==> src/logic/one_entry_buffer.sv <==
// One-deep valid/ready register slice.
// Accepts only when empty, so throughput is one item every two cycles.
// yumi_i must only be raised while v_o is high.
module one_entry_buffer #(
  parameter int width = 8
) (
  input  logic             clk_i,
  input  logic             reset_i,

  input  logic             v_i,
  output logic             ready_o,
  input  logic [width-1:0] data_i,

  output logic             v_o,
  input  logic             yumi_i,
  output logic [width-1:0] data_o
);

  logic             full_r;
  logic [width-1:0] data_r;

  assign ready_o = ~full_r;
  assign v_o     = full_r;
  assign data_o  = data_r;

  always_ff @(posedge clk_i) begin
    if (reset_i) begin
      full_r <= 1'b0;
    end else if (v_i & ready_o) begin
      full_r <= 1'b1;
    end else if (yumi_i) begin
      full_r <= 1'b0;  // free again next cycle
    end
  end

  // payload register
  always_ff @(posedge clk_i) begin
    if (v_i & ready_o) begin
      data_r <= data_i;
    end
  end

  // consumer may not pop an empty slice
  yumi_needs_valid: assert property (@(posedge clk_i) disable iff (reset_i)
    yumi_i |-> v_o);

endmodule

==> config.mk <==
export PLATFORM = sky130hd
export DESIGN_NAME = one_entry_buffer
export DESIGN_NICKNAME = d
export VERILOG_FILES = /design/src/logic/one_entry_buffer.sv
export SDC_FILE = /design/constraint.sdc
export NUM_CORES = 1
export LEC_CHECK = 0
export BUFFER_PORTS_ARGS = -buffer_cell sky130_fd_sc_hd__buf_2
export CORE_AREA = 5 5 42 44
export DETAILED_ROUTE_END_ITERATION = 8
export DIE_AREA = 0 0 47 49
export PLACE_DENSITY_LB_ADDON = 0.08
export SLEW_MARGIN = 40
export SYNTH_ARGS = -nofsm -noshare
export SYNTH_HDL_FRONTEND = slang
export SYNTH_SLANG_ARGS = --single-unit
==> constraint.sdc <==
create_clock -name clk_i -period 1.9 [get_ports clk_i]
set_clock_uncertainty 0.1 [all_clocks]
set_input_delay 0.19 -clock clk_i [delete_from_list [all_inputs] [get_ports clk_i]]
set_output_delay 0.19 -clock clk_i [all_outputs]
set_load 0.01 [all_outputs]
Word level (Yosys, flattened, before mapping)
Index checks and enable logic that the tools add are counted.
- bits of input ports: 12
- word-level logic and storage cells: 7
- register bits after elaboration: 9
- reduce and logical (&&, ||, !) cells: 1
- bitwise gates (word level): 2
- multiplexer cells: 2
- operator list (kind ; number):
    2-to-1 mux 1 bit ; 2
    nonzero test 2 bit ; 1
    AND 1 bit ; 1
    NOT 1 bit ; 1

Depth between registers and ports, before layout
- depth after elaboration: 3
- depth in mapped cells: 2
- mapped depth without buffers: 2

Least setup slack after synthesis
Ideal clock, no wire load.
- kind: register -> register
- start: register full_r (netlist: v_o)
- end: register data_r[0] (netlist: data_o[0]), enable pin
- path buffers: 0
- arrival time: 645 ps
- slack: 847 ps
- stages on the path, launching flop included: 2
- data required time: 1491 ps
- cells stage by stage: dfxtp_1 > and2b_2
- cells in the longest elaborated chain, start to end: 2
- RTL lines (what ; line ; source):
    start, declared ; 19 ; logic full_r;
    start signal, assigned ; 28 ; full_r <= 1'b0;
    start signal, assigned ; 30 ; full_r <= 1'b1;
    start signal, assigned ; 32 ; full_r <= 1'b0;
    NOT 1 bit ; 22 ; assign ready_o = ~full_r;
    AND 1 bit ; 38 ; if (v_i & ready_o) begin
    end signal, assigned ; 39 ; data_r <= data_i;
    end, declared ; 20 ; logic [width-1:0] data_r;
Every way passes these cells.
A chain may end at the register's enable or synchronous reset.

Worst setup path after layout
- start: register full_r (netlist: v_o)
- end: output ready_o
- cells in the longest elaborated chain, start to end: 1
- RTL lines (what ; line ; source):
    NOT 1 bit ; 22 ;
    end, declared ; 11 ; output logic ready_o,
Every way passes these cells.

==> key figures <==
Worst hold path
  • Hold Startpoint: yumi_i
  • Worst hold-check path type: primary input to flop

Yosys
  • Adder-cell share of the synthesized area: 0
  • Predominant post-synthesis flop cell: edfxtp_1
  • Yosys cell types: 6
  • Simple-Gate Fraction of Synth Area: 0.0441
  • Area leader, netlist: edfxtp_1
  • EDFF count, synth: 8
  • Yosys top cell area share: 0.846
  • Post-synthesis mux area share: 0
  • Mapped Avg Cell Area: 21.8 um^2
  • Post-synthesis compound-gate area fraction: 0.0264
  • Most numerous cell in the Yosys netlist: edfxtp_1
  • Register bit total from synthesis: 9
  • Synth warn: 0
  • Gate Count Post-Synth: 13
  • Top cells by area, synth: edfxtp_1, dfxtp_1, and2b_2
  • Ys async rst share: 0
  • Xor/xnor share of the synthesized area: 0
  • Seq/Total Area, Yosys: 0.916
  • Main combinational cell family by area after synthesis: simple AND/OR/NAND/NOR gates
  • Net Count, Synth: 25
  • Mapped Area: between 200 and 300 um^2

Worst setup path
  • Setup crit start: v_o
  • Critical Path Slowest Stage Cell: dfxtp_1
  • WP data arrival: 0.81 ns
  • Setup CP Type: flop to output pin
  • Critical path startpoint category: flop
  • Crit path largest cell delay: about 0.38 ns
  • Worst-path cell chain: inv_1 -> buf_2
  • Kind of end point of the critical path: output pin
  • Crit Path Max Fanout: 5
  • Worst r2r src: v_o
  • WP data required: 1.61 ns
  • Buf/Inv on CP: 2
  • Crit-path leading delay family: flip-flops

Finish
  • Synth-to-layout area growth: 78.0%
  • N_diodes: 0
  • Share of cells above drive strength 1: 0.556
  • Final nets: 58
  • Fill cells: 147

Floorplan
  • Initial Utilization: 0.203
  • Total die area: approximately 0.0023 mm^2
  • Core box area: 0.00140 mm^2
  • Io pins: 22
  • Row cnt: 14
  • Height of the die: 49 um
  • Die X: between 40 and 50 um

Power
  • Clock share of power: 0.334
  • Pwr/cell area: roughly 840 mW/mm^2
  • P_leak: 0.223 nW
  • P_sw: slightly below 0.00009 W
  • Flop pwr share: 0.549
  • Total chip power: 0.000425 W
  • Switching share of total power: 0.204
  • Cell-internal power: 0.000339 W
  • Gate power share: 0.116
  • IR drop worst, VDD: 0.282 mV

Placement
  • Worst slack at placement: ~0.83 ns
  • # port buffers: 21
  • GP Congestion: 0.626
  • Hpwl dp: 440 um

Global routing
  • Global Route Usage Sum: 0.0505
  • Busiest layer in global routing: met2
  • Initial antenna violation count: 0
  • Global-route wire length before repair: 759 um
  • Largest net degree at the start of global routing: 9
  • Met1 Resource Use GR: 0.0523
  • Vias in the first global route: between 150 and 200
  • Met3 Use GR: 0.0369
  • Congestion Overflow GR: 0
  • Met2 Use GR: 0.0656

Drt
  • 1st-pass router iterations: 2
  • DRC errors left: 0
  • DR vias: around 230
  • Drt wl/cell: 9.25 um
  • Final wirelength: 564 um
  • Detailed-route vias per instance: 3.69
  • Post-route ant nets: 0
  • Starting DRC count in detailed routing: 4

Clock tree
  • Worst skew pair latency: 0.25 ns
  • Clock tree root buffer cell: clkbuf_4
  • CTS tree: yes
  • CTS clk-pin slew, worst paths: 0.06 ns
  • H-tree depth: 1
  • Post-CTS Resized: 0
  • Clk sinks: 9
  • CTS Buf Count: 3
  • Post-CTS Setup Bufs: 0
  • CTS max path bufs: 2
  • Cts hold-fix bufs: 6

Timing
  • Final period util: 0.579
  • # setup viols final: 0
  • Final Hold Fails: 0
  • Setup TNS: 0 ns
  • PnR worst setup slack: roughly 0.8 ns
  • Min Clock Period, post-route: 1.10 ns
  • Max-slew headroom: 0.873
  • RSZ-0062 raised after global routing: false
  • Maximum clock frequency: 0.908 GHz
  • Pins Over Slew Limit: 0
  • Measured slew at the worst slew-check pin: 0.190 ns

Flow run
  • Max cap viols: 0

Outcome
  • Status: finished clean
[sequential cells by signal, summed over array words and instances (netlist names)]
| name | cells |
|---|---|
| v_o | 1 |
| data_o | 8 |
[final timing paths]
check             slack (ns)  depth (start not counted)   endpoint
setup / recovery        0.80                          2    ready_o
hold / removal          0.01                          2        v_o
setup reg to reg        0.82                          1  data_o[3]
hold reg to reg         0.41                          1        v_o
[power by group through the flow]
stage	combinational (W)	clock [W]	sequential, W
4_1_cts	0.0000492	0.000152	0.000234
2_1_floorplan	0.00000800	0	0.000245
6_report	0.0000495	0.000142	0.000234
3_3_place_gp	0.0000392	0	0.000237
3_5_place_dp	0.0000399	0	0.000238
5_1_grt	0.0000543	0.000159	0.000235
[per-layer routing]
| layer | part of all wire | up-vias |
|---|---|---|
| met3 | 0.14 | 0 |
| met4 | 0 | 0 |
| li1 | - | 112 |
| met2 | 0.51 | 13 |
| met1 | 0.35 | 100 |
| met5 | 0 | - |
[final cells by class]
class                   instances  area [um^2]  area share
clock buffers                   4         26.3      0.0520
inverters                       1         3.75     0.00743
multi-input cells               3         20.0      0.0396
flip-flops and latches          9          260       0.515
well taps                      16         20.0      0.0396
repair buffers                 28          175       0.347
[cell families after synthesis]
logic type / after synthesis
compound gates: 1
buf+inv: 1
flops: 9
simple gates: 2
[through the flow]
| stage | hold slack, ns | utilization | cells | instance area, um^2 |
|---|---|---|---|---|
| floorplan | 0.163 | - | 13 | 284 |
| global placement | 0.249 | 0.292 | 50 | 409 |
| detailed placement | 0.258 | 0.292 | 50 | 409 |
| CTS | 0.00130 | 0.354 | 60 | 495 |
| global route | 0.00282 | 0.361 | 61 | 505 |
| finish | 0.0131 | 0.361 | 61 | 505 |
[placed cells by master, fill, tap and decap left out]
master         netlist  final
inv_1                1      1
edfxtp_1             8      8
clkbuf_4             0      3
buf_2                0     21
a211oi_1             1      1
dlygate4sd3_1        0      7
and2b_2              1      1
nor2_1               1      1
clkbuf_1             0      1
dfxtp_1              1      1
Note: power is estimated with default switching activity, not from simulation.
