### src/logic/mem_stream_pkg.sv
// Stream-side definitions shared by the bridge and the bench.
// Header layout, MSB first: msg type, size, byte address, tag.
// Sizes use log2 bytes so they map straight onto AXI size.
package mem_stream_pkg;

  typedef enum logic [1:0] {
    e_msg_rd    = 2'b00,
    e_msg_wr    = 2'b01,
    e_msg_uc_rd = 2'b10,
    e_msg_uc_wr = 2'b11
  } msg_type_e;

  typedef enum logic [1:0] {
    e_size_1 = 2'b00,
    e_size_2 = 2'b01,
    e_size_4 = 2'b10,
    e_size_8 = 2'b11
  } msg_size_e;

  localparam int addr_width = 11;  // byte address, 2 KiB space
  localparam int tag_width  = 4;
  localparam int data_width = 64;

  // header field positions
  localparam int addr_lsb     = tag_width;
  localparam int size_lsb     = addr_lsb + addr_width;
  localparam int type_lsb     = size_lsb + $bits(msg_size_e);
  localparam int header_width = type_lsb + $bits(msg_type_e);  // 19 bits

  localparam int mem_words = 256;  // 64-bit words behind the bridge

endpackage

### src/logic/axi_bus_pkg.sv
// AXI4 field encodings used by the manager and the memory.
// Only single-beat transfers are used, so no len or id here.
package axi_bus_pkg;

  typedef enum logic [1:0] {
    e_burst_fixed = 2'b00,
    e_burst_incr  = 2'b01,
    e_burst_wrap  = 2'b10
  } burst_e;

  // response codes, the memory only ever answers okay
  typedef enum logic [1:0] {
    e_resp_okay   = 2'b00,
    e_resp_exokay = 2'b01,
    e_resp_slverr = 2'b10,
    e_resp_decerr = 2'b11
  } resp_e;

  localparam int strb_width = 8;  // byte lanes of the 64-bit data bus
  localparam int size_width = 3;

endpackage

### src/logic/axi_manager.sv
// Bridges buffered stream requests to single-beat AXI4 transactions.
// Only one AXI transaction is open at a time, which keeps responses in order.
// Sub-word write data must already sit in the byte lanes of its address.
// bresp and rresp are not checked.
module axi_manager (
  input  logic                                    clk_i,
  input  logic                                    reset_i,

  input  logic [mem_stream_pkg::header_width-1:0] req_header_i,
  input  logic [mem_stream_pkg::data_width-1:0]   req_data_i,
  input  logic                                    req_v_i,
  output logic                                    req_yumi_o,

  output logic [mem_stream_pkg::header_width-1:0] resp_header_o,
  output logic [mem_stream_pkg::data_width-1:0]   resp_data_o,
  output logic                                    resp_v_o,
  input  logic                                    resp_ready_i,

  output logic [mem_stream_pkg::addr_width-1:0]   awaddr_o,
  output logic [axi_bus_pkg::size_width-1:0]      awsize_o,
  output axi_bus_pkg::burst_e                     awburst_o,
  output logic                                    awvalid_o,
  input  logic                                    awready_i,

  output logic [mem_stream_pkg::data_width-1:0]   wdata_o,
  output logic [axi_bus_pkg::strb_width-1:0]      wstrb_o,
  output logic                                    wlast_o,
  output logic                                    wvalid_o,
  input  logic                                    wready_i,

  input  axi_bus_pkg::resp_e                      bresp_i,
  input  logic                                    bvalid_i,
  output logic                                    bready_o,

  output logic [mem_stream_pkg::addr_width-1:0]   araddr_o,
  output logic [axi_bus_pkg::size_width-1:0]      arsize_o,
  output axi_bus_pkg::burst_e                     arburst_o,
  output logic                                    arvalid_o,
  input  logic                                    arready_i,

  input  logic [mem_stream_pkg::data_width-1:0]   rdata_i,
  input  axi_bus_pkg::resp_e                      rresp_i,
  input  logic                                    rlast_i,
  input  logic                                    rvalid_i,
  output logic                                    rready_o
);

  typedef enum logic [2:0] {
    e_ready,
    e_write,
    e_wresp,
    e_read,
    e_rdata
  } state_e;

  state_e state_r, state_n;

  mem_stream_pkg::msg_type_e                req_type;
  mem_stream_pkg::msg_size_e                req_size;
  logic [mem_stream_pkg::addr_width-1:0]    req_addr;
  logic                                     req_is_write;
  logic                                     aw_sent_r, w_sent_r;
  logic                                     aw_hs, w_hs;

  assign req_type = mem_stream_pkg::msg_type_e'(req_header_i[mem_stream_pkg::type_lsb +: 2]);
  assign req_size = mem_stream_pkg::msg_size_e'(req_header_i[mem_stream_pkg::size_lsb +: 2]);
  assign req_addr = req_header_i[mem_stream_pkg::addr_lsb +: mem_stream_pkg::addr_width];
  assign req_is_write = (req_type == mem_stream_pkg::e_msg_wr)
                      | (req_type == mem_stream_pkg::e_msg_uc_wr);

  assign awaddr_o  = req_addr;
  assign awsize_o  = axi_bus_pkg::size_width'(req_size);
  assign awburst_o = axi_bus_pkg::e_burst_incr;
  assign araddr_o  = req_addr;
  assign arsize_o  = axi_bus_pkg::size_width'(req_size);
  assign arburst_o = axi_bus_pkg::e_burst_incr;
  assign wdata_o   = req_data_i;
  assign wlast_o   = 1'b1;

  // lanes from size, shifted up to the address offset
  always_comb begin
    case (req_size)
      mem_stream_pkg::e_size_1: wstrb_o = 8'h01 << req_addr[2:0];
      mem_stream_pkg::e_size_2: wstrb_o = 8'h03 << req_addr[2:0];
      mem_stream_pkg::e_size_4: wstrb_o = 8'h0f << req_addr[2:0];
      default:                  wstrb_o = 8'hff;
    endcase
  end

  assign aw_hs = awvalid_o & awready_i;
  assign w_hs  = wvalid_o & wready_i;

  // header is echoed, writes return zero data
  assign resp_header_o = req_header_i;
  assign resp_data_o   = (state_r == e_rdata) ? rdata_i : '0;
  assign req_yumi_o    = resp_v_o & resp_ready_i;

  always_comb begin
    state_n   = state_r;
    awvalid_o = 1'b0;
    wvalid_o  = 1'b0;
    bready_o  = 1'b0;
    arvalid_o = 1'b0;
    rready_o  = 1'b0;
    resp_v_o  = 1'b0;
    case (state_r)
      e_ready: begin
        if (req_v_i) begin
          state_n = req_is_write ? e_write : e_read;
        end
      end
      e_write: begin
        awvalid_o = ~aw_sent_r;
        wvalid_o  = ~w_sent_r;
        if ((aw_sent_r | aw_hs) & (w_sent_r | w_hs)) begin
          state_n = e_wresp;
        end
      end
      e_wresp: begin
        bready_o = resp_ready_i;  // stall b while the response slot is full
        resp_v_o = bvalid_i;
        if (bvalid_i & resp_ready_i) begin
          state_n = e_ready;
        end
      end
      e_read: begin
        arvalid_o = 1'b1;
        if (arready_i) begin
          state_n = e_rdata;
        end
      end
      e_rdata: begin
        rready_o = resp_ready_i;
        resp_v_o = rvalid_i;
        if (rvalid_i & resp_ready_i) begin
          state_n = e_ready;
        end
      end
      default: state_n = e_ready;
    endcase
  end

  always_ff @(posedge clk_i) begin
    if (reset_i) begin
      state_r   <= e_ready;
      aw_sent_r <= 1'b0;
      w_sent_r  <= 1'b0;
    end else begin
      state_r <= state_n;
      if (state_r == e_ready) begin
        aw_sent_r <= 1'b0;
        w_sent_r  <= 1'b0;
      end else begin
        if (aw_hs) aw_sent_r <= 1'b1;
        if (w_hs) w_sent_r <= 1'b1;
      end
    end
  end

  aw_held_until_ready: assert property (@(posedge clk_i) disable iff (reset_i)
    awvalid_o && !awready_i |=> awvalid_o && $stable(awaddr_o));

  // misaligned requests are not supported
  req_addr_aligned: assert property (@(posedge clk_i) disable iff (reset_i)
    req_v_i |-> (req_addr[2:0] & ((3'b001 << req_size) - 3'b001)) == 3'b000);

  // memory may only answer while a write response is awaited
  b_only_in_wresp: assert property (@(posedge clk_i) disable iff (reset_i)
    bvalid_i |-> state_r == e_wresp);

endmodule

### config.mk
export PLATFORM = sky130hd
export DESIGN_NAME = axi_manager
export DESIGN_NICKNAME = d
export VERILOG_FILES = /design/src/logic/mem_stream_pkg.sv /design/src/logic/axi_bus_pkg.sv /design/src/logic/axi_manager.sv
export SDC_FILE = /design/constraint.sdc
export NUM_CORES = 1
export LEC_CHECK = 0
export BUFFER_PORTS_ARGS = -buffer_cell sky130_fd_sc_hd__buf_2
export CAP_MARGIN = 20
export CORE_AREA = 2 2 139 141
export CTS_CLUSTER_DIAMETER = 80
export DETAILED_ROUTE_END_ITERATION = 8
export DIE_AREA = 0 0 141 143
export PLACE_DENSITY_LB_ADDON = 0.08
export SLEW_MARGIN = 40
export SYNTH_ARGS = -nofsm -noshare
export SYNTH_HDL_FRONTEND = slang
export SYNTH_SLANG_ARGS = --single-unit
### constraint.sdc
create_clock -name clk_i -period 1.5 [get_ports clk_i]
set_input_delay 0.15 -clock clk_i [delete_from_list [all_inputs] [get_ports clk_i]]
set_output_delay 0.15 -clock clk_i [all_outputs]
set_load 0.05 [all_outputs]
* After elaboration in Yosys (flattened, before gate mapping)
Cells that the tools add are included.
** Storage, ports and cells
- Output and inout port bits :: 195
- Word-level logic and storage cells :: 49
- Register bits after elaboration :: 5
- Input port bits :: 161
** Operators by class
- Equality and inequality tests :: 13
- Multiplexer cells :: 15
- Bitwise logic cells :: 11
- Reduce and logical (&&, ||, !) cells :: 4
- Shift operators :: 3
** Operators by type and width (count)
- 2-to-1 mux 64 bit :: 1
- case mux 8 bit (3 select lines) :: 1
- 2-to-1 mux 3 bit :: 5
- case mux 3 bit (5 select lines) :: 1
- != test 2 bit, second input constant :: 4
- left shift 1 x 3 -> 8 bit, first input constant :: 1
- left shift 2 x 3 -> 8 bit, first input constant :: 1
- left shift 4 x 3 -> 8 bit, first input constant :: 1
- AND 1 bit :: 6
- equality test 3 x 2 -> 1 bit, second input constant :: 2
- 2-to-1 mux 1 bit :: 5
- AND reduction 5 bit :: 1
- equality test 2 x 1 -> 1 bit, second input constant :: 2
- equality test 2 bit, second input constant :: 2
- equality test 3 x 1 -> 1 bit, second input constant :: 1
- equality test 3 bit, second input constant :: 1
- logical NOT 3 bit :: 1
- bitwise OR 1 bit :: 3
- logical NOT 2 bit :: 1
- 2-to-1 mux 2 bit :: 1
- != test 2 x 1 -> 1 bit, second input constant :: 1
- NOT 1 bit :: 2
- case mux 1 bit (2 select lines) :: 1
- OR reduction 2 bit :: 1

* Logic depth before layout (Yosys ltp)
Gate-level depths: netlist of the first run.
- Word-level depth :: 7
- Mapped depth :: 5
- Depth with buffers taken out :: 5

* Worst setup path before layout of the first run
No wires, ideal clock.
- Kind :: input port to output port
- From :: input port req_header_i[15] (netlist bit)
- To :: output port wstrb_o[5] (netlist bit)
- Buffers on the path :: 0
- Stages :: 4
- Setup slack :: -1.072 ns
- Data required time :: 1.350 ns
- Arrival time :: 2.422 ns
- Path through :: inv_1 ha_1 nor2b_1 o311ai_0
** Between the ends
- Cells in the longest elaborated chain, start to end :: 2
- Elaborated cells between the ends (all ways) :: 4
- Classes of those cells :: eq/ne: 2; mux: 1; reduce/logical: 1
** RTL lines
- start, declared :: line axi_manager.sv:9 : input logic [mem_stream_pkg::header_width-1:0] req_header_i,
- equality test 2 bit (tied with other cells) :: line axi_manager.sv:82 : case (req_size)
- case mux 8 bit (3 select lines) (*) :: line axi_manager.sv:82
- end, declared :: line axi_manager.sv:26 : output logic [axi_bus_pkg::strb_width-1:0] wstrb_o,
Mark *: on every way between the ends. The rest lies on a longest branch, timed or not.

* Worst setup path in the final report of the first run
- From :: register state_r[1]
- To :: output port resp_data_o[15] (netlist bit)
** Between the ends
- Cells in the longest elaborated chain, start to end :: 2
** RTL lines
- start, declared :: line axi_manager.sv:56 : state_e state_r, state_n;
- start signal, assigned :: line axi_manager.sv:145 : state_r <= e_ready;
- start signal, assigned :: line axi_manager.sv:149 : state_r <= state_n;
- equality test 3 bit :: line axi_manager.sv:95 : assign resp_data_o = (state_r == e_rdata) ? rdata_i : '0;
- 2-to-1 mux 64 bit :: line axi_manager.sv:95
- end, declared :: line axi_manager.sv:15 : output logic [mem_stream_pkg::data_width-1:0] resp_data_o,
No other way between the ends.

==> out/qor.csv, run 1 <==
stage,metric,value,unit
outcome,run status,"finished, violations left",
outcome,failing checks,negative setup slack,
yosys,Mapped Cells,265,
setup_path,worst reg2reg startpoint,state_r[2]$_SDFFE_PP0P_,
min_path,worst min path class,primary input to flop,
sta,final hold vios,0,
pwr,PwrDens,575,nW/um^2
placed_design,Place WS,-0.141,ns
yosys,top post-synthesis cells by area,"buf_4 (47%), and3_1 (22%), dfxtp_1 (5.4%), clkbuf_1 (2.6%), a21oi_1 (1.6%)",
placed_design,Post-DP Area,2270,um^2
yosys,Yosys top cell area share,47.3,%
sta,Clock Skew,0.00120,ns
yosys,top-count cell post-synth,buf_4,
cells_and_area,ant diodes,0,
placed_design,Port Buffers,173,
clock_network,clk_lat worst skew,0.23,ns
yosys,yosys warns,0,
sta,Peak Freq,663,MHz
pwr,leakage,1.62,nW
yosys,top_reg_cell synth,dfxtp_1,
route,post-route ant nets,0,
clock_network,htree depth,1,
job,Max Cap Viol,0,
cells_and_area,Area Overhead vs Synth,66.5,%
global_route,GRT Util Overall,6.02,%
yosys,Post-synth EDFFs,0,
setup_path,r2r setup slk,0.22,ns
clock_network,Clock Sinks,5,
pwr,maximum VDD drop,0.000283,V
global_route,global-route wire length before repair,9.78,mm
min_path,WHS Endpoint,state_r[2]$_SDFFE_PP0P_,
setup_path,critical-path cell list,"nor2_4, buf_12, clkbuf_16, and3_1, buf_6",
placed_design,RD Place Congestion,0.688,
floorplanning,io pins,356,
sta,RSZ-0062 raised after global routing,yes,
global_route,largest net degree at the start of global routing,46,
sta,setup violators final,6,
min_path,worst min-delay path startpoint,reset_i,
cells_and_area,# fillers,2121,
floorplanning,Vert. Die Dim,143,um
floorplanning,row count,50,
yosys,synthesized area,1840,um^2
global_route,antenna violations before repair,0,
route,total length of routed wires,7.54,mm
clock_network,CTS tree,built,
cells_and_area,Final #Nets,497,
setup_path,Top delay family on crit path,buffers and inverters,
cells_and_area,final std cells w/o fill,567,
floorplanning,die area,20200,um^2
setup_path,crit path DAT,1.36,ns
sta,TNS Setup,-0.0204,ns
clock_network,clock-pin slew on the worst setup and hold paths,0.03,ns
setup_path,critical register-to-register path endpoint,state_r[1]$_SDFFE_PP0P_,
setup_path,CP Class,flop to output pin,
route,DR iter-0 viols,35,
sta,worst setup margin,-0.00825,ns
cells_and_area,layout cells sized above 1,69.4,%
route,drt wl/cell,13.3,um
setup_path,crit-path max FO,11,
cells_and_area,Util after Layout,16.5,%
setup_path,crit path buf inv count,3,
placed_design,hpwl dp,5.67,mm
floorplanning,total core area,18600,um^2
yosys,most frequent cells after synthesis,"buf_4 (116), and3_1 (65), clkbuf_1 (13)",
yosys,register area share after synthesis,5.43,%
yosys,post-synth cell types,36,
setup_path,Worst Path Required,1.35,ns
sta,"Slew Viols, Final",0,
global_route,vias in the first global route,1896,
route,Remaining DRCs,0,
yosys,post-synthesis async set-or-reset flop share,0,%
sta,crit share post-route,101,%
yosys,Yosys reg bits,5,
floorplanning,Die Wd,141,um
cells_and_area,Multi-input gate area,955,um^2
floorplanning,starting density of the core,9.92,%
route,TritonRoute pass-1 iters,4,
sta,fin crit period,1.51,ns
placed_design,placed cells,558,
setup_path,Register-to-Register Path Depth,4,
setup_path,CP Capture Type,output pin,
route,Vias/cell,3.45,
cells_and_area,fin area,3070,um^2
route,Vias,1958,
setup_path,startpoint types,flop,
yosys,"area leader, netlist",buf_4,
clock_network,Num CTS Buffers,3,
yosys,"Avg Cell Area, Syn",6.95,um^2
pwr,total power,1.77,mW
setup_path,slowest CP cell,dfxtp_4,
setup_path,CP max stage delay,0.37,ns
cells_and_area,storage element area,108,um^2
sta,Fin Hold WS,0.161,ns
clock_network,worst-case clock buffer depth,2,
min_path,Hold Path Stages,2,
clock_network,Clock Tree Root,clkbuf_16,
global_route,grt total ovfl,0,
clock_network,hold buffers post-CTS,0,
## sequential cells by signal, summed over array words and instances (netlist names)
signal,flops
aw_sent_r,1
w_sent_r,1
state_r,3
## how the worst max path moves through the flow
stage                                       start               to  slack [ns]  cells past startpoint
after detailed placement         req_header_i[15]       wstrb_o[4]       -0.14                      7
after CTS                 state_r[1]$_SDFFE_PP0P_   resp_data_o[7]      -0.006                      4
after global placement           req_header_i[15]       wstrb_o[4]       -0.15                      7
final                     state_r[1]$_SDFFE_PP0P_  resp_data_o[15]      -0.008                      5
after floorplan           state_r[0]$_SDFFE_PP0P_        awvalid_o       -0.07                      3
after global routing      state_r[1]$_SDFFE_PP0P_  resp_data_o[22]       -0.05                      5
## per-layer routing
metal	routed length [um]	track usage [%]
met4	207	2.68
met3	728	2.38
met1	2610	6.00
met2	4000	11.1
met5	0	0
## placed cells by master (no fill, tap or decap), types with 2 or more instances in the layout
cell,n
dfxtp_4,2
buf_8,17
clkbuf_16,5
nand3b_1,3
and3_1,48
conb_1,7
o311ai_2,2
buf_6,55
buf_12,4
inv_1,3
and2_1,2
a21o_1,2
buf_2,99
buf_4,13
nand3_1,4
nor2_1,5
o21ai_0,2
dfxtp_1,3
nand2_1,3
o31ai_2,2
a21oi_1,5
clkbuf_4,3
nand2b_1,2
and3_4,17
## area by class of cell
type                    instances  area share [%]
clock buffers                   4            2.57
inverters                       4           0.489
multi-input cells             127            31.1
flip-flops and latches          5            3.51
well taps                     234            9.54
repair buffers                193            52.8
## cells by family after synthesis
| group | share of synthesized area [%] |
|---|---|
| flops | 5.43 |
| fa+ha+maj | 1.36 |
| simple gates | 30.4 |
| buf+inv | 52.4 |
| other cells | 0.407 |
| compound gates | 9.98 |
## report_power, final
part / internal, mW / switching, mW
clock: 0.352 / 0.0831
combinational: 0.447 / 0.704
sequential: 0.153 / 0.0267
## timing repair
item | in CTS | in global routing
pin swaps | 1 | 3
setup buffers | 0 | 3
endpoints found under the setup margin | 75 | 76
cloned | 0 | 3
resized for setup | 116 | 73
No activity file was read; power rests on OpenSTA's default activity.
==> run 2: changes to the inputs <==
Settings changed: CELL_PAD_IN_SITES_DETAIL_PLACEMENT from default to 1, CELL_PAD_IN_SITES_GLOBAL_PLACEMENT from default to 1, CORE_AREA 2 2 139 141 to 2 2 137 139, DIE_AREA 0 0 141 143 to 0 0 139 141, HOLD_SLACK_MARGIN from default to 0.03.
==> run 2 against run 1 <==
Compared with the run above: the flow still finishes with violations (negative setup slack); non-clock buffer count rose by 1; sequential power is 2% lower; via count grew 3.2%; fmax down 2.7%; setup slack got worse by 0.041 ns; clock skew increased by 0.0014 ns; final area grew 2.2%; flip-flop and latch count unchanged; clock power increased by 0.9%; routed wire length is 15% higher.
==> out/qor.csv, run 2 (synthesized netlist as in run 1, its figures left out) <==
stage,metric,value,unit,change
outcome,run status,"finished, violations left",,
outcome,failing checks,negative setup slack,,
cells_and_area,final std cells w/o fill,568,,+0.18%
floorplanning,starting density of the core,10.1,%,+0.17 points
clock_network,clk_lat worst skew,0.23,ns,about the same
cells_and_area,Util after Layout,17.2,%,+0.66 points
global_route,GRT Util Overall,7.89,%,+1.9 points
cells_and_area,ant diodes,0,,unchanged
setup_path,r2r setup slk,0.22,ns,about the same
route,wire length on met1,2.77,mm,+6.1%
pwr,total power,1.81,mW,+2.3%
route,total length of routed wires,8.66,mm,+15%
global_route,vias in the first global route,2064,,+8.9%
sta,"Slew Viols, Final",0,,unchanged
sta,final hold vios,0,,unchanged
cells_and_area,"most common cell after layout, fill and taps aside",buf_2,,
pwr,maximum VDD drop,0.000255,V,-10%
pwr,PwrDens,576,nW/um^2,about the same
job,Max Cap Viol,0,,unchanged
sta,fin crit period,1.55,ns,+0.0415 ns
setup_path,critical path depth,5,,unchanged
sta,Peak Freq,645,MHz,-2.7%
setup_path,CP max stage delay,0.35,ns,-0.02 ns
clock_network,Clock Tree Root,clkbuf_16,,
sta,crit share post-route,103,%,+2.8 points
setup_path,Worst Path Required,1.35,ns,about the same
setup_path,crit path launch,state_r[1]$_SDFFE_PP0P_,,
route,post-route ant nets,0,,unchanged
setup_path,startpoint types,flop,,
route,TritonRoute pass-1 iters,4,,unchanged
clock_network,Num CTS Buffers,3,,unchanged
clock_network,worst-case clock buffer depth,2,,unchanged
global_route,largest net degree at the start of global routing,27,,-41%
cells_and_area,largest register by flop count,state_r,,
clock_network,CTS tree,built,,
pwr,P_int,984,uW,+3.4%
floorplanning,die area,19600,um^2,-2.8%
pwr,part of the power in registers,9.7,%,-0.5 points
setup_path,slowest CP cell,dfxtp_2,,
sta,worst setup margin,-0.0497,ns,-0.0415 ns
cells_and_area,max FFs per register,3,,unchanged
setup_path,crit path DAT,1.40,ns,+0.04 ns
cells_and_area,Area Overhead vs Synth,70.3,%,
global_route,antenna violations before repair,0,,unchanged
cells_and_area,"commonest non-fill, non-tap cells in the layout","buf_2 (100), buf_6 (43), and3_1 (40)",,
cells_and_area,# fillers,2197,,+3.6%
pwr,NetSw,823,uW,+1.1%
sta,setup violators final,54,,+48
min_path,worst min path class,primary input to flop,,
setup_path,critical-path cell list,"nor2_4, buf_12, buf_4, and3_1, buf_6",,
placed_design,placed cells,561,,+0.54%
setup_path,Top delay family on crit path,buffers and inverters,,
pwr,Logic pwr share,66.0,%,+0.8 points
setup_path,critical register-to-register path endpoint,state_r[1]$_SDFFE_PP0P_,,
setup_path,crit-path max FO,8,,-3
pwr,Switching Share,45.5,%,-0.56 points
global_route,global-route wire length before repair,12.1,mm,+24%
pwr,leakage,1.62,nW,-0.11%
placed_design,Port Buffers,173,,unchanged
pwr,Clock power frac,24.3,%,-0.3 points
setup_path,CP Capture Type,output pin,,
placed_design,hpwl dp,7.05,mm,+24%
sta,RSZ-0062 raised after global routing,yes,,
floorplanning,io pins,356,,unchanged
route,met2 WL post-DR,4.74,mm,+18%
setup_path,CP Class,flop to output pin,,
sta,Clock Skew,0.00264,ns,+0.00144 ns
setup_path,worst reg2reg startpoint,state_r[1]$_SDFFE_PP0P_,,
route,Remaining DRCs,0,,unchanged
placed_design,RD Place Congestion,0.711,,+3.4%
route,Vias,2021,,+3.2%
route,DR iter-0 viols,42,,+20%
floorplanning,total core area,18300,um^2,-1.7%
global_route,grt total ovfl,0,,unchanged
floorplanning,Vert. Die Dim,141,um,-1.4%
cells_and_area,layout cells sized above 1,71.9,%,+2.5 points
route,drt wl/cell,15.2,um,+15%
route,WL met3,883,um,+21%
clock_network,Clock Sinks,5,,unchanged
route,Top Metal Used,met4,,
clock_network,clock-pin slew on the worst setup and hold paths,0.03,ns,about the same
route,Vias/cell,3.56,,+3.0%
setup_path,crit path buf inv count,3,,unchanged
floorplanning,row count,50,,unchanged
floorplanning,Die Wd,139,um,-1.4%
cells_and_area,Final #Nets,498,,+0.20%
setup_path,Critical path destination,rready_o,,
clock_network,htree depth,1,,unchanged
cells_and_area,storage element area,106,um^2,-1.2%
cells_and_area,Multi-input gate area,1000,um^2,+4.7%
min_path,worst min-delay path startpoint,wready_i,,
setup_path,Register-to-Register Path Depth,5,,+1
cells_and_area,Top Registers,"state_r (3), aw_sent_r (1), w_sent_r (1)",,
==> run 2: changes by cell type in the layout (fill, tap and decap cells not counted), moves of 2 or more <==
cell,previous run,this run
buf_6,55,43
and3_1,48,40
and3_4,17,25
buf_4,13,19
buf_8,17,22
buf_12,4,6
dfxtp_2,0,2
==> run 2: worst register-to-register path: stages, from the launching register on <==
cell and delay [ns]:
dfxtp_2 0.38, nor2_4 0.07, buf_12 0.13, buf_4 0.16, a2111oi_2 0.29, o2bb2ai_1 0.16
==> run 2: metal layers <==
| layer | vias up | track usage, % |
|---|---|---|
| li1 | 913 | - |
| met2 | 138 | 15.6 |
| met4 | 0 | 2.60 |
| met5 | - | 0 |
| met3 | 34 | 3.19 |
| met1 | 936 | 7.32 |
==> run 2: area by class of cell <==
type                            count  share of cell area (%)
Timing Repair Buffer              194                    52.4
Multi-Input combinational cell    127                    31.9
Tap cell                          234                    9.33
Sequential cell                     5                    3.39
Clock buffer                        4                    2.51
Inverter                            4                   0.478
==> run 2: power groups by stage <==
stage	sequential [mW]	clock (mW)	combinational [mW]
final	0.175	0.439	1.19
after global routing	0.177	0.458	1.28
after CTS	0.175	0.449	1.11
after detailed placement	0.176	0	0.949
after global placement	0.177	0	0.957
after floorplan	0.170	0	1.29
==> run 2: worst min-delay path by stage <==
stage                               to  slack (ns)  depth (start not counted)
2_1_floorplan  state_r[2]$_SDFFE_PP0P_        0.22                          1
3_3_place_gp          resp_header_o[1]        0.30                          0
3_5_place_dp          resp_header_o[1]        0.30                          0
4_1_cts        state_r[2]$_SDFFE_PP0P_        0.18                          2
5_1_grt        state_r[2]$_SDFFE_PP0P_        0.20                          2
6_report         w_sent_r$_SDFFE_PP0P_        0.18                          3
==> run 2: stage by stage <==
step                hold slack [ns]  setup WS (ns)  TNS (ns)  instance area (um^2)
floorplan                     0.219        -0.0707    -0.179                  1900
detailed placement            0.300         -0.171    -0.455                  2290
global route                  0.200        -0.0932     -4.02                  3140
finish                        0.183        -0.0497     -1.03                  3140
global placement              0.300         -0.162    -0.377                  2290
CTS                           0.179        -0.0598     -2.69                  2910
==> run 2: timing repair <==
action,4_1_cts,5_1_grt
endpoints found under the hold margin,0,0
buffers inserted,1,1
endpoints found under the setup margin,76,70
pin swaps,4,2
resized for setup,150,50
gates cloned,1,1
hold buffers,0,0
